<file path="src/hdl/gnn_feature_pkg.sv">
package gnn_feature_pkg;

    // ==============================
    // datapath sizes
    // ==============================
    localparam int fv_size      = 8;
    localparam int max_fv_num   = 16;
    localparam int fv_per_line  = 4;
    localparam int num_pe       = 4;
    localparam int mult_per_pe  = 4;
    localparam int max_node_id  = 64;
    localparam int node_id_w    = $clog2(max_node_id);
    localparam int acc_w        = 20;
    localparam int fv_idx_w     = $clog2(max_fv_num);
    localparam int slot_w       = $clog2(num_pe);
    localparam int line_w       = $clog2(max_fv_num / fv_per_line);
    localparam int chunk_w      = $clog2(max_fv_num / mult_per_pe);
    localparam int result_depth = 8;
    localparam int result_ptr_w = $clog2(result_depth);
    localparam int occ_w        = $clog2(result_depth) + 1;

    typedef logic signed [fv_size-1:0] feature_t;

    // one line of the feature stream.
    typedef struct packed {
        logic                         sos;
        logic                         eos;
        feature_t [fv_per_line-1:0]   features;
        logic [node_id_w-1:0]         node_id;
    } bank_line_t;

    typedef struct packed {
        feature_t [mult_per_pe-1:0]   features;
        logic [node_id_w-1:0]         node_id;
    } pe_slice_t;

    typedef pe_slice_t [num_pe-1:0] rs_out_t;

    typedef struct packed {
        logic [node_id_w-1:0]         node_id;
        logic signed [acc_w-1:0]      sum;
    } vertex_result_t;

    typedef feature_t [max_fv_num-1:0] weight_vec_t;

endpackage

</file>
<file path="src/hdl/gnn_apb_pkg.sv">
package gnn_apb_pkg;

    localparam int apb_addr_w       = 8;
    localparam int apb_data_w       = 32;
    localparam int num_weight_words = 4;
    localparam int weight_word_w    = $clog2(num_weight_words);
    localparam int weight_span      = num_weight_words * (apb_data_w / 8);
    localparam int status_occ_w     = 4;
    localparam int status_empty_bit = 4;

    localparam logic [apb_addr_w-1:0] weight_base = 8'h00;
    localparam logic [apb_addr_w-1:0] status_addr = 8'h10;

    typedef struct packed {
        logic                  psel;
        logic                  penable;
        logic                  pwrite;
        logic [apb_addr_w-1:0] paddr;
        logic [apb_data_w-1:0] pwdata;
    } apb_req_t;

    typedef struct packed {
        logic [apb_data_w-1:0] prdata;
        logic                  pready;
        logic                  pslverr;
    } apb_rsp_t;

endpackage

</file>
<file path="src/hdl/vertex_rs.sv">
`timescale 1ns/1ps

module vertex_rs (
    input  logic                                 clk,
    input  logic                                 reset,
    input  gnn_feature_pkg::bank_line_t          bank_in,
    input  logic [gnn_feature_pkg::fv_idx_w-1:0] start_idx,
    input  logic                                 complete,
    input  logic                                 buf_release,
    output gnn_feature_pkg::rs_out_t             rs_out,
    output logic                                 fire,
    output logic                                 rs_available,
    output logic                                 rs_empty
);
    import gnn_feature_pkg::*;

    typedef enum logic [2:0] {
        st_idle,
        st_receive,
        st_fire,
        st_wait_vertex,
        st_wait_buffer
    } rs_state_t;

    rs_state_t state;
    rs_state_t state_next;

    feature_t [num_pe-1:0][max_fv_num-1:0] fv_store;
    logic [node_id_w-1:0]                  id_store [num_pe];

    logic [slot_w-1:0] slot_ptr;
    logic [slot_w:0]   node_cnt;
    logic [line_w-1:0] line_idx;
    logic              line_load;
    logic              node_done;
    rs_out_t           rs_out_next;

    // a line is taken on sos in idle and on every cycle of receive.
    assign line_load = (state == st_idle && bank_in.sos) || state == st_receive;
    assign node_done = line_load && bank_in.eos;
    assign fire      = node_done && node_cnt == (slot_w + 1)'(num_pe - 1);
    assign rs_empty  = node_cnt == '0 && state == st_idle;

    always_comb begin
        state_next = state;
        case (state)
            st_idle: begin
                if (bank_in.sos) begin
                    if (fire) begin
                        state_next = st_fire;
                    end else if (!bank_in.eos) begin
                        state_next = st_receive;
                    end
                end
            end
            st_receive: begin
                if (fire) begin
                    state_next = st_fire;
                end else if (bank_in.eos) begin
                    state_next = st_idle;
                end
            end
            st_fire:        state_next = st_wait_vertex;
            st_wait_vertex: state_next = complete ? st_wait_buffer : st_wait_vertex;
            st_wait_buffer: state_next = buf_release ? st_idle : st_wait_buffer;
            default:        state_next = st_idle;
        endcase
    end

    // chunk for all four slots, registered on the way out.
    always_comb begin
        rs_out_next = '0;
        if (state == st_fire || state == st_wait_vertex) begin
            for (int i = 0; i < num_pe; i++) begin
                rs_out_next[i].node_id = id_store[i];
                for (int j = 0; j < mult_per_pe; j++) begin
                    rs_out_next[i].features[j] = fv_store[i][start_idx + fv_idx_w'(j)];
                end
            end
        end
    end

    always_ff @(posedge clk) begin
        if (reset) begin
            state        <= st_idle;
            slot_ptr     <= '0;
            node_cnt     <= '0;
            line_idx     <= '0;
            rs_available <= 1'b0;
            rs_out       <= '0;
        end else begin
            state        <= state_next;
            rs_available <= state_next == st_idle;
            rs_out       <= rs_out_next;
            if (state == st_wait_buffer && buf_release) begin
                slot_ptr <= '0;
                node_cnt <= '0;
                line_idx <= '0;
            end else if (line_load) begin
                line_idx <= bank_in.eos ? '0 : line_idx + 1'b1;
                if (bank_in.eos) begin
                    slot_ptr <= slot_ptr + 1'b1;
                    node_cnt <= node_cnt + 1'b1;
                end
            end
        end
    end

    // a new node clears its slot so short nodes read zeros past their last line.
    always_ff @(posedge clk) begin
        if (line_load) begin
            if (state == st_idle) begin
                fv_store[slot_ptr] <= '0;
                id_store[slot_ptr] <= bank_in.node_id;
            end
            for (int j = 0; j < fv_per_line; j++) begin
                fv_store[slot_ptr][line_idx * fv_per_line + j] <= bank_in.features[j];
            end
        end
    end

endmodule

</file>
<file path="src/hdl/vertex_pe.sv">
`timescale 1ns/1ps

module vertex_pe (
    input  logic                                clk,
    input  logic                                reset,
    input  gnn_feature_pkg::pe_slice_t          slice,
    input  gnn_feature_pkg::weight_vec_t        weights,
    input  logic [gnn_feature_pkg::chunk_w-1:0] chunk_sel,
    input  logic                                acc_clear,
    input  logic                                acc_en,
    output gnn_feature_pkg::vertex_result_t     result
);
    import gnn_feature_pkg::*;

    logic [chunk_w-1:0]         chunk_q;
    feature_t [mult_per_pe-1:0] wsel;
    logic signed [acc_w-1:0]    chunk_sum;
    logic signed [acc_w-1:0]    acc;
    logic [node_id_w-1:0]       id_q;

    // chunk_sel runs one cycle ahead of the registered slice.
    always_comb begin
        chunk_sum = '0;
        for (int j = 0; j < mult_per_pe; j++) begin
            wsel[j]   = weights[chunk_q * mult_per_pe + j];
            chunk_sum = chunk_sum + slice.features[j] * wsel[j];
        end
    end

    always_ff @(posedge clk) begin
        if (reset) begin
            chunk_q <= '0;
            acc     <= '0;
            id_q    <= '0;
        end else begin
            chunk_q <= chunk_sel;
            if (acc_clear) begin
                acc <= '0;
            end else if (acc_en) begin
                acc <= acc + chunk_sum;
                // node id rides along with the first chunk.
                if (chunk_q == '0) begin
                    id_q <= slice.node_id;
                end
            end
        end
    end

    assign result = '{node_id: id_q, sum: acc};

endmodule

</file>
<file path="src/hdl/vertex_ctrl.sv">
`timescale 1ns/1ps

module vertex_ctrl (
    input  logic                                 clk,
    input  logic                                 reset,
    input  logic                                 fire,
    input  logic [gnn_feature_pkg::occ_w-1:0]    fifo_free,
    output logic [gnn_feature_pkg::fv_idx_w-1:0] start_idx,
    output logic                                 complete,
    output logic                                 acc_clear,
    output logic                                 acc_en,
    output logic                                 push,
    output logic                                 buf_release
);
    import gnn_feature_pkg::*;

    typedef enum logic [1:0] {
        st_idle,
        st_issue,
        st_drain,
        st_push
    } ctrl_state_t;

    ctrl_state_t        state;
    logic [chunk_w-1:0] chunk_cnt;
    logic               last_chunk;
    logic               room;

    assign last_chunk  = chunk_cnt == chunk_w'(max_fv_num / mult_per_pe - 1);
    assign room        = fifo_free >= occ_w'(num_pe);
    assign start_idx   = (state == st_issue) ? fv_idx_w'(chunk_cnt * mult_per_pe) : '0;
    assign complete    = state == st_issue && last_chunk;
    assign acc_clear   = state == st_issue && chunk_cnt == '0;
    assign push        = state == st_push && room;
    assign buf_release = push;

    always_ff @(posedge clk) begin
        if (reset) begin
            state     <= st_idle;
            chunk_cnt <= '0;
            acc_en    <= 1'b0;
        end else begin
            // accumulate trails the index by the station's output register.
            acc_en <= state == st_issue;
            case (state)
                st_idle: begin
                    chunk_cnt <= '0;
                    if (fire) begin
                        state <= st_issue;
                    end
                end
                st_issue: begin
                    chunk_cnt <= chunk_cnt + 1'b1;
                    if (last_chunk) begin
                        state <= st_drain;
                    end
                end
                st_drain: state <= st_push;
                st_push: begin
                    if (room) begin
                        state <= st_idle;
                    end
                end
                default: state <= st_idle;
            endcase
        end
    end

endmodule

</file>
<file path="src/hdl/weight_regs.sv">
`timescale 1ns/1ps

module weight_regs (
    input  logic                              clk,
    input  logic                              reset,
    input  gnn_apb_pkg::apb_req_t             apb_req,
    input  logic [gnn_feature_pkg::occ_w-1:0] fifo_count,
    input  logic                              rs_empty,
    output gnn_apb_pkg::apb_rsp_t             apb_rsp,
    output gnn_feature_pkg::weight_vec_t      weights
);
    import gnn_apb_pkg::*;

    logic [num_weight_words-1:0][apb_data_w-1:0] weight_words;

    logic                     access;
    logic [apb_addr_w-1:0]    word_off;
    logic [weight_word_w-1:0] word_idx;
    logic                     weight_hit;
    logic                     status_hit;
    logic [apb_data_w-1:0]    status_word;

    assign access     = apb_req.psel && apb_req.penable;
    assign word_off   = apb_req.paddr - weight_base;
    assign word_idx   = word_off[weight_word_w+1:2];
    assign weight_hit = word_off < weight_span && word_off[1:0] == 2'b00;
    assign status_hit = apb_req.paddr == status_addr;
    assign weights    = weight_words;

    always_comb begin
        status_word = '0;
        status_word[status_occ_w-1:0] = fifo_count;
        status_word[status_empty_bit] = rs_empty;
    end

    // ==============================
    // response, completes in the enable cycle
    // ==============================
    always_comb begin
        apb_rsp        = '0;
        apb_rsp.pready = 1'b1;
        if (access) begin
            apb_rsp.pslverr = !(weight_hit || status_hit) || (status_hit && apb_req.pwrite);
            if (!apb_req.pwrite) begin
                if (weight_hit) begin
                    apb_rsp.prdata = weight_words[word_idx];
                end else if (status_hit) begin
                    apb_rsp.prdata = status_word;
                end
            end
        end
    end

    always_ff @(posedge clk) begin
        if (reset) begin
            weight_words <= '0;
        end else if (access && apb_req.pwrite && weight_hit) begin
            weight_words[word_idx] <= apb_req.pwdata;
        end
    end

endmodule

</file>
<file path="src/hdl/vertex_result_fifo.sv">
`timescale 1ns/1ps

module vertex_result_fifo (
    input  logic                                                     clk,
    input  logic                                                     reset,
    input  logic                                                     push,
    input  gnn_feature_pkg::vertex_result_t [gnn_feature_pkg::num_pe-1:0] push_data,
    input  logic                                                     pop_ready,
    output logic                                                     pop_valid,
    output gnn_feature_pkg::vertex_result_t                          pop_data,
    output logic [gnn_feature_pkg::occ_w-1:0]                        free,
    output logic [gnn_feature_pkg::occ_w-1:0]                        count
);
    import gnn_feature_pkg::*;

    vertex_result_t          mem [result_depth];
    logic [result_ptr_w-1:0] wr_ptr;
    logic [result_ptr_w-1:0] rd_ptr;
    logic                    pop;

    assign pop_valid = count != '0;
    assign pop       = pop_valid && pop_ready;
    assign pop_data  = mem[rd_ptr];
    assign free      = occ_w'(result_depth) - count;

    // wide write, pe 0 lands first.
    always_ff @(posedge clk) begin
        if (push) begin
            for (int i = 0; i < num_pe; i++) begin
                mem[wr_ptr + result_ptr_w'(i)] <= push_data[i];
            end
        end
    end

    always_ff @(posedge clk) begin
        if (reset) begin
            wr_ptr <= '0;
            rd_ptr <= '0;
            count  <= '0;
        end else begin
            if (push) begin
                wr_ptr <= wr_ptr + result_ptr_w'(num_pe);
            end
            if (pop) begin
                rd_ptr <= rd_ptr + 1'b1;
            end
            count <= count + (push ? occ_w'(num_pe) : occ_w'(0)) - (pop ? occ_w'(1) : occ_w'(0));
        end
    end

endmodule

</file>
<file path="src/hdl/vertex_unit.sv">
`timescale 1ns/1ps

module vertex_unit (
    input  logic                            clk,
    input  logic                            reset,
    input  gnn_feature_pkg::bank_line_t     bank_in,
    input  gnn_apb_pkg::apb_req_t           apb_req,
    input  logic                            result_ready,
    output logic                            rs_available,
    output gnn_apb_pkg::apb_rsp_t           apb_rsp,
    output logic                            result_valid,
    output gnn_feature_pkg::vertex_result_t result
);
    import gnn_feature_pkg::*;

    rs_out_t                     rs_out;
    weight_vec_t                 weights;
    vertex_result_t [num_pe-1:0] pe_result;
    logic [fv_idx_w-1:0]         start_idx;
    logic [occ_w-1:0]            fifo_free;
    logic [occ_w-1:0]            fifo_count;
    logic                        fire;
    logic                        complete;
    logic                        buf_release;
    logic                        acc_clear;
    logic                        acc_en;
    logic                        push;
    logic                        rs_empty;

    vertex_rs vertex_rs_i (
        .clk          (clk),
        .reset        (reset),
        .bank_in      (bank_in),
        .start_idx    (start_idx),
        .complete     (complete),
        .buf_release  (buf_release),
        .rs_out       (rs_out),
        .fire         (fire),
        .rs_available (rs_available),
        .rs_empty     (rs_empty)
    );

    vertex_ctrl vertex_ctrl_i (
        .clk         (clk),
        .reset       (reset),
        .fire        (fire),
        .fifo_free   (fifo_free),
        .start_idx   (start_idx),
        .complete    (complete),
        .acc_clear   (acc_clear),
        .acc_en      (acc_en),
        .push        (push),
        .buf_release (buf_release)
    );

    for (genvar i = 0; i < num_pe; i++) begin : g_pe
        vertex_pe vertex_pe_i (
            .clk       (clk),
            .reset     (reset),
            .slice     (rs_out[i]),
            .weights   (weights),
            .chunk_sel (start_idx[fv_idx_w-1 -: chunk_w]),
            .acc_clear (acc_clear),
            .acc_en    (acc_en),
            .result    (pe_result[i])
        );
    end

    weight_regs weight_regs_i (
        .clk        (clk),
        .reset      (reset),
        .apb_req    (apb_req),
        .fifo_count (fifo_count),
        .rs_empty   (rs_empty),
        .apb_rsp    (apb_rsp),
        .weights    (weights)
    );

    vertex_result_fifo vertex_result_fifo_i (
        .clk       (clk),
        .reset     (reset),
        .push      (push),
        .push_data (pe_result),
        .pop_ready (result_ready),
        .pop_valid (result_valid),
        .pop_data  (result),
        .free      (fifo_free),
        .count     (fifo_count)
    );

endmodule

</file>
<file path="config.mk">
export PLATFORM = sky130hd
export DESIGN_NAME = vertex_unit
export DESIGN_NICKNAME = d
export VERILOG_FILES = /design/src/hdl/gnn_feature_pkg.sv /design/src/hdl/gnn_apb_pkg.sv /design/src/hdl/vertex_rs.sv /design/src/hdl/vertex_pe.sv /design/src/hdl/vertex_ctrl.sv /design/src/hdl/weight_regs.sv /design/src/hdl/vertex_result_fifo.sv /design/src/hdl/vertex_unit.sv
export SDC_FILE = /design/constraint.sdc
export NUM_CORES = 2
export LEC_CHECK = 0
export BUFFER_PORTS_ARGS = -buffer_cell sky130_fd_sc_hd__buf_2
export CORE_MARGIN = 2
export CORE_UTILIZATION = 31
export DETAILED_ROUTE_END_ITERATION = 7
export PLACE_DENSITY = 0.45
export SETUP_SLACK_MARGIN = 0.5
export SYNTH_ARGS = -nofsm -noshare
export SYNTH_HDL_FRONTEND = slang
export SYNTH_SLANG_ARGS = --single-unit
</file>
<file path="constraint.sdc">
create_clock -name clk -period 23.6 [get_ports clk]
set_input_delay 3.54 -clock clk [delete_from_list [all_inputs] [get_ports clk]]
set_output_delay 3.54 -clock clk [all_outputs]
set_load 0.005 [all_outputs]
</file>
== Yosys cells after proc, flatten, opt, wreduce, memory -nomap -nowiden ==
Memory sizes are Yosys's and may differ from the RTL's. A register that Yosys moved wholly into a read port is not among the register bits.
Index checks and enable logic that the tools add are counted.
W data, S select, Z words.

* Output and inout port bits: 62
* Bits in writable memories: 232
* Flip-flop bits (word level): 900
* Word-level logic and storage cells: 336
* Latch bits: 0
* ROM bits: 0
* Input bits: 86
* Memories: 2

* $add $sub $neg: 37
* $mul: 16
* Shifts and indexed selects: 0
* Mux-type cells: 98
* $lt $le $gt $ge: 22
* Reduce and logical (&&, ||, !) cells: 40
* Bitwise operators: 4
* Div/mod/pow operators: 0
* Equal/unequal tests: 13

{| class="wikitable"
|+ Memories
! memory !! depth !! bits a word !! rd ports !! clocked after Yosys merged registers in !! wr ports !! RTL line !! source
|-
| vertex_result_fifo_i.mem || 8 || 26 || 1 || 1 || 4 || vertex_result_fifo.sv:16 || <nowiki>vertex_result_t mem [result_depth];</nowiki>
|-
| vertex_rs_i.id_store || 4 || 6 || 4 || 4 || 1 || vertex_rs.sv:29 || <nowiki>logic [node_id_w-1:0] id_store [num_pe];</nowiki>
|}

{| class="wikitable"
|+ Operators by type and width
! operator !! count
|-
| $bwmux W512 || 4
|-
| $demux W128 S2 || 5
|-
| $mux W512 || 2
|-
| $bmux W8 S4 || 19
|-
| $and A512 B512 Y512 || 1
|-
| $mux W128 || 4
|-
| $not A512 Y512 || 1
|-
| $add A20 B20 Y20 || 16
|-
| $mul A8 B8 Y16 || 16
|-
| $mux W8 || 24
|-
| $lt A32 B5 Y1 const B || 5
|-
| $mux W32 || 5
|-
| $bwmux W128 || 1
|-
| $mux W104 || 1
|-
| $demux W8 S4 || 3
|-
| $ge A32 B1 Y1 const B || 3
|-
| $bmux W32 S2 || 1
|-
| $demux W32 S2 || 1
|-
| $lt A4 B5 Y1 const B || 6
|-
| $mux W3 || 10
|-
| $add A4 B2 Y5 const B || 4
|-
| $logic_and A1 B1 Y1 || 20
|-
| $bmux W8 S2 || 1
|-
| $demux W8 S2 || 1
|-
| other kinds (41) || 76
|}

== Longest topological paths before layout ==
* Depth in word-level cells: 12
* Gate-level depth with buffers: 36
* Depth with buffers taken out: 33

== Hierarchy ==
From an unflattened synthesis, not the netlist that was laid out.

* Cells, all modules: 9559
* Area total of the unflattened synthesis: 113212.3 um2

{| class="wikitable"
|+ By module, submodules not included
! module !! area each (um2) !! times used !! cells an instance !! seq. area each (um2)
|-
| vertex_rs || 41163.2 || 1 || 2638 || 19358.6
|-
| vertex_pe at g_pe[0].vertex_pe_i || 14321.2 || 1 || 1510 || 560.5
|-
| vertex_pe at g_pe[2].vertex_pe_i || 14252.4 || 1 || 1491 || 560.5
|-
| vertex_pe at g_pe[3].vertex_pe_i || 14207.4 || 1 || 1489 || 560.5
|-
| vertex_pe at g_pe[1].vertex_pe_i || 14187.4 || 1 || 1477 || 560.5
|-
| vertex_result_fifo || 8478.1 || 1 || 354 || 6466.2
|-
| weight_regs || 6207.2 || 1 || 556 || 2562.5
|-
| vertex_ctrl || 395.4 || 1 || 44 || 100.1
|}

== Worst setup path before layout ==
OpenSTA, ideal clock, no wires.

* Path type: register -> register
* From: reg g_pe[1].vertex_pe_i.chunk_q[0] (netlist name)
* To: reg g_pe[2].vertex_pe_i.acc[19]
* Library setup time: 0.116 ns
* Required time: 23.484 ns
* Setup slack: 14.879 ns
* Data arrival time: 8.604 ns
* Path buffers: 3
* Stages on the path, launching flop included: 34
* Clock period less this slack: 8.721 ns
* Cells stage by stage: dfxtp_1 > buf_2 > buf_2 > mux2_2 > o21ai_1 > clkbuf_1 > inv_1 > fa_1 > inv_1 > fa_1 > inv_1 > fa_1 > inv_1 > fa_1 > inv_1 > ha_1 > a21oi_1 > nor2b_1 > o21a_1 > o41ai_2 > or4b_2 > o211ai_1 > fa_1 > fa_1 > inv_1 > fa_1 > inv_1 > ha_1 > o21a_1 > o31a_1 > o41ai_1 > xnor2_1 > a21oi_1 > a31o_2

{| class="wikitable"
|+ RTL lines
! element !! RTL line !! source
|-
| to (signal assigned) || vertex_pe.sv:40 || <nowiki>acc <= acc + chunk_sum;</nowiki>
|-
| to (decl) || vertex_pe.sv:18 || <nowiki>logic signed [acc_w-1:0] acc;</nowiki>
|}

==> results by group <==
Run status
  • Outcome: complete, but fails checks
  • Failing checks: capacitance limit, slew limit

STA
  • Hold slack: 433 ps
  • Maximum clock rate: 100 MHz
  • Fin. max-slew vios: 2
  • Period utilisation layout: 42.3%
  • Worst slew margin relative to its limit: -1.58%
  • Unrepaired setup endpoints after global routing: false
  • Clock Skews: 79.8 ps
  • Final Hold Fails: 0
  • Worst Tran Pin Value: 1510 ps
  • Min cycle time layout: 9980 ps
  • Total negative slack: 0 ps
  • Final setup violation count: 0

Logic synthesis
  • Syn avg cell area: 10.4 sq um
  • Ys Warns: 0
  • Post-synthesis async set-or-reset flop share: 0%
  • Synth Area in Simple Gates: 12.1%
  • Synth Area in Compound Gates: 11.4%
  • Netlist Area Pre-Place: 96,300 sq um
  • Post-synth EDFFs: 744
  • Post-synth cell types: 77
  • Syn_nets: 11,000
  • Gate Count Post-Synth: 9,295
  • FF+latch count, synth: 1,157
  • Largest family of logic cells by synthesized area: adder cells
  • Adder-Cell Fraction of Synth Area: 29.9%
  • Seq/Total Area, Yosys: 31.8%
  • Most used DFF post-synth: edfxtp_1
  • Post-Synth XOR/XNOR Area: 2.95%
  • Mux share of post-synthesis cell area: 3.37%

Detailed routing
  • Drt wl/cell: 23.1 um
  • Routed Antenna Nets: 0
  • Routed Wire Length: 311,000 um
  • Via-per-instance ratio: 4.98
  • Residual DRC: 0
  • Total number of vias: 66,900
  • DRT Pass-1 Iters: 5
  • Iter 0 DRT Violations: 4,807

Clock tree
  • CTS tree: built
  • CTS resizes: 0
  • # Post-CTS Setup Buffers: 0
  • CTS buffer count: 144
  • Hold Buf Count CTS: 0
  • Root buffer cell: clkbuf_16
  • CTS sink cnt: 1,157
  • Clk pin slew, worst setup/hold paths: 60 ps
  • H-tree depth: 4
  • CTS max path bufs: 4
  • Worst-Skew Late Latency: 840 ps

Placement
  • Count of input and output buffers: 146
  • Gpl congestion: 0.887
  • HPWL Detailed: 229,000 um

Floorplanning
  • Die area: 315,000 sq um
  • Die extent in x: 562 um
  • Row count: 204
  • Top-level I/O count: 148
  • Core footprint: 309,000 sq um
  • Initial Util: 31.2%
  • Die height: 562 um

Hold path
  • HP Class: flip-flop to flip-flop
  • Hold depth: 2

Critical path
  • Req. time, crit path: 24,230 ps
  • Critical Path Max Stage Delay: 910 ps
  • CP max-delay cell: mux4_2
  • WP data arrival: 10,610 ps
  • Critical Path Fanout Max: 32
  • CP dominant cell by count: fa_1
  • Worst R2R Path Depth: 29
  • Startpoint types: flip-flop
  • Setup crit end kind: flip-flop
  • Crit Path Class: flip-flop to flip-flop

Finish
  • Nets: 10,900
  • Share of layout cells above drive strength 1: 7.76%
  • Most common cell after layout, fill and taps aside: inv_1
  • Synth-to-Final Area Change: 10.4%
  • Final Core Density: 34.4%
  • Most frequent cells in the layout: inv_1, fa_1, nand2_1

Power
  • Leakage power total: 46.0 nW
  • Pwr per Cell Area: 50.2 nW/um^2
  • Total power: 5.34 mW
  • Max VDD drop: 55.5 uV

Global route
  • Antenna violations before repair: 32
  • Vias in the first global route: 69,500
  • Pin count of the biggest net entering global routing: 163
  • Overall global routing resource usage: 19.7%
  • First-pass GRT wire length: 466,000 um
  • Grt total ovfl: 0

Run
  • Max-cap violation count: 1
## power by group
| group | internal (mW) | leakage, nW | switching, mW | total (mW) |
|---|---|---|---|---|
| sequential | 2.30 | 10.7 | 0.0981 | 2.40 |
| combinational | 0.237 | 33.0 | 0.421 | 0.657 |
| clock | 1.36 | 2.30 | 0.919 | 2.28 |
## synthesized netlist by cell type, types with 13 or more instances
master    instances  area share, %
a211oi_1        153            1.2
a21o_1           63           0.49
a21oi_1         319            1.7
a22o_1          513            4.7
a311oi_1        131            1.2
and2_1          677            4.4
and3_1           27           0.18
buf_1            61           0.24
buf_2            13          0.068
clkbuf_1        427            1.7
dfxtp_1         413            8.6
edfxtp_1        744             23
fa_1           1085             23
ha_1            569            7.4
inv_1          1655            6.4
mux2_2           32           0.37
mux2i_1          36           0.37
mux4_2          112            2.6
nand2_1         828            3.2
nand2b_1         41           0.27
nand3_1         169           0.88
nor2_1          279            1.1
nor2b_1         186            1.2
nor3_1           48           0.25
o21a_1           59           0.46
o21ai_0         101           0.52
o21bai_1         36           0.28
or2_2            26           0.17
xnor2_1         256            2.3
xor2_1           69           0.63
## sequential cells by signal (all words and copies together), names as in the netlist, named ones only
signal	count
vertex_rs_i.fv_store	512
vertex_result_fifo_i.mem	208
vertex_rs_i.rs_out	152
weight_regs_i.weights	128
g_pe.vertex_pe_i.acc	80
g_pe.vertex_pe_i.id_q	24
vertex_rs_i.id_store	24
vertex_result_fifo_i.count	4
vertex_result_fifo_i.rd_ptr	3
vertex_rs_i.node_cnt	3
vertex_rs_i.state	3
g_pe.vertex_pe_i.chunk_q	2
vertex_ctrl_i.chunk_cnt	2
vertex_ctrl_i.state	2
vertex_rs_i.line_idx	2
vertex_rs_i.slot_ptr	2
vertex_ctrl_i.acc_en	1
vertex_result_fifo_i.wr_ptr	1
vertex_rs_i.rs_available	1
## routing by layer
| metal | global-route usage, % | part of all wire (%) | vias up |
|---|---|---|---|
| met5 | 0 | 0.025 | - |
| met4 | 4.53 | 2.3 | 12 |
| met3 | 2.75 | 5.2 | 318 |
| met2 | 31.0 | 45 | 1692 |
| met1 | 28.5 | 48 | 34500 |
| li1 | - | - | 30400 |
## final cells by class
class,instances,area [sq um]
fillers,31300,203000
multi-input cells,5971,58000
flip-flops and latches,1157,30600
inverters,1655,6210
well taps,4120,5150
clock buffers,200,4010
repair buffers,261,1640
clock inverters,53,709
diodes,19,47.5
## cell families after synthesis
group | after synthesis
xor+xnor | 325
simple gates | 2331
buf+inv | 2167
fa+ha+maj | 1654
other cells | 1
compound gates | 1480
flops | 1157
mux | 180
## critical path, delay by kind of cell (launching register included)
kind                     cells  cell delay, ps
adder cells (fa/ha/maj)      9            4020
flip-flops                   1             760
buffers and inverters        7             870
multiplexers                 1             910
XOR/XNOR                     2             660
AO/OA/AOI/OAI                8            2080
AND/OR/NAND/NOR              2             440
## metrics by stage
step | instance area, sq um | std cells | setup WS (ps)
after floorplan | 96300 | 9295 | 14880
after global placement | 102000 | 13200 | 13670
after detailed placement | 102000 | 13200 | 13650
after CTS | 106000 | 13400 | 13590
after global routing | 106000 | 13400 | 13070
final | 106000 | 13400 | 13620
## final timing paths
check / start / end / slack [ps]
hold / removal: vertex_rs_i.rs_out[41] / g_pe[1].vertex_pe_i.id_q[3] / 430
hold reg to reg: vertex_rs_i.rs_out[41] / g_pe[1].vertex_pe_i.id_q[3] / 430
setup / recovery: g_pe[1].vertex_pe_i.chunk_q[0] / g_pe[0].vertex_pe_i.acc[15] / 13620
setup reg to reg: g_pe[1].vertex_pe_i.chunk_q[0] / g_pe[0].vertex_pe_i.acc[15] / 13620
Power figures use the tool's default switching activity.
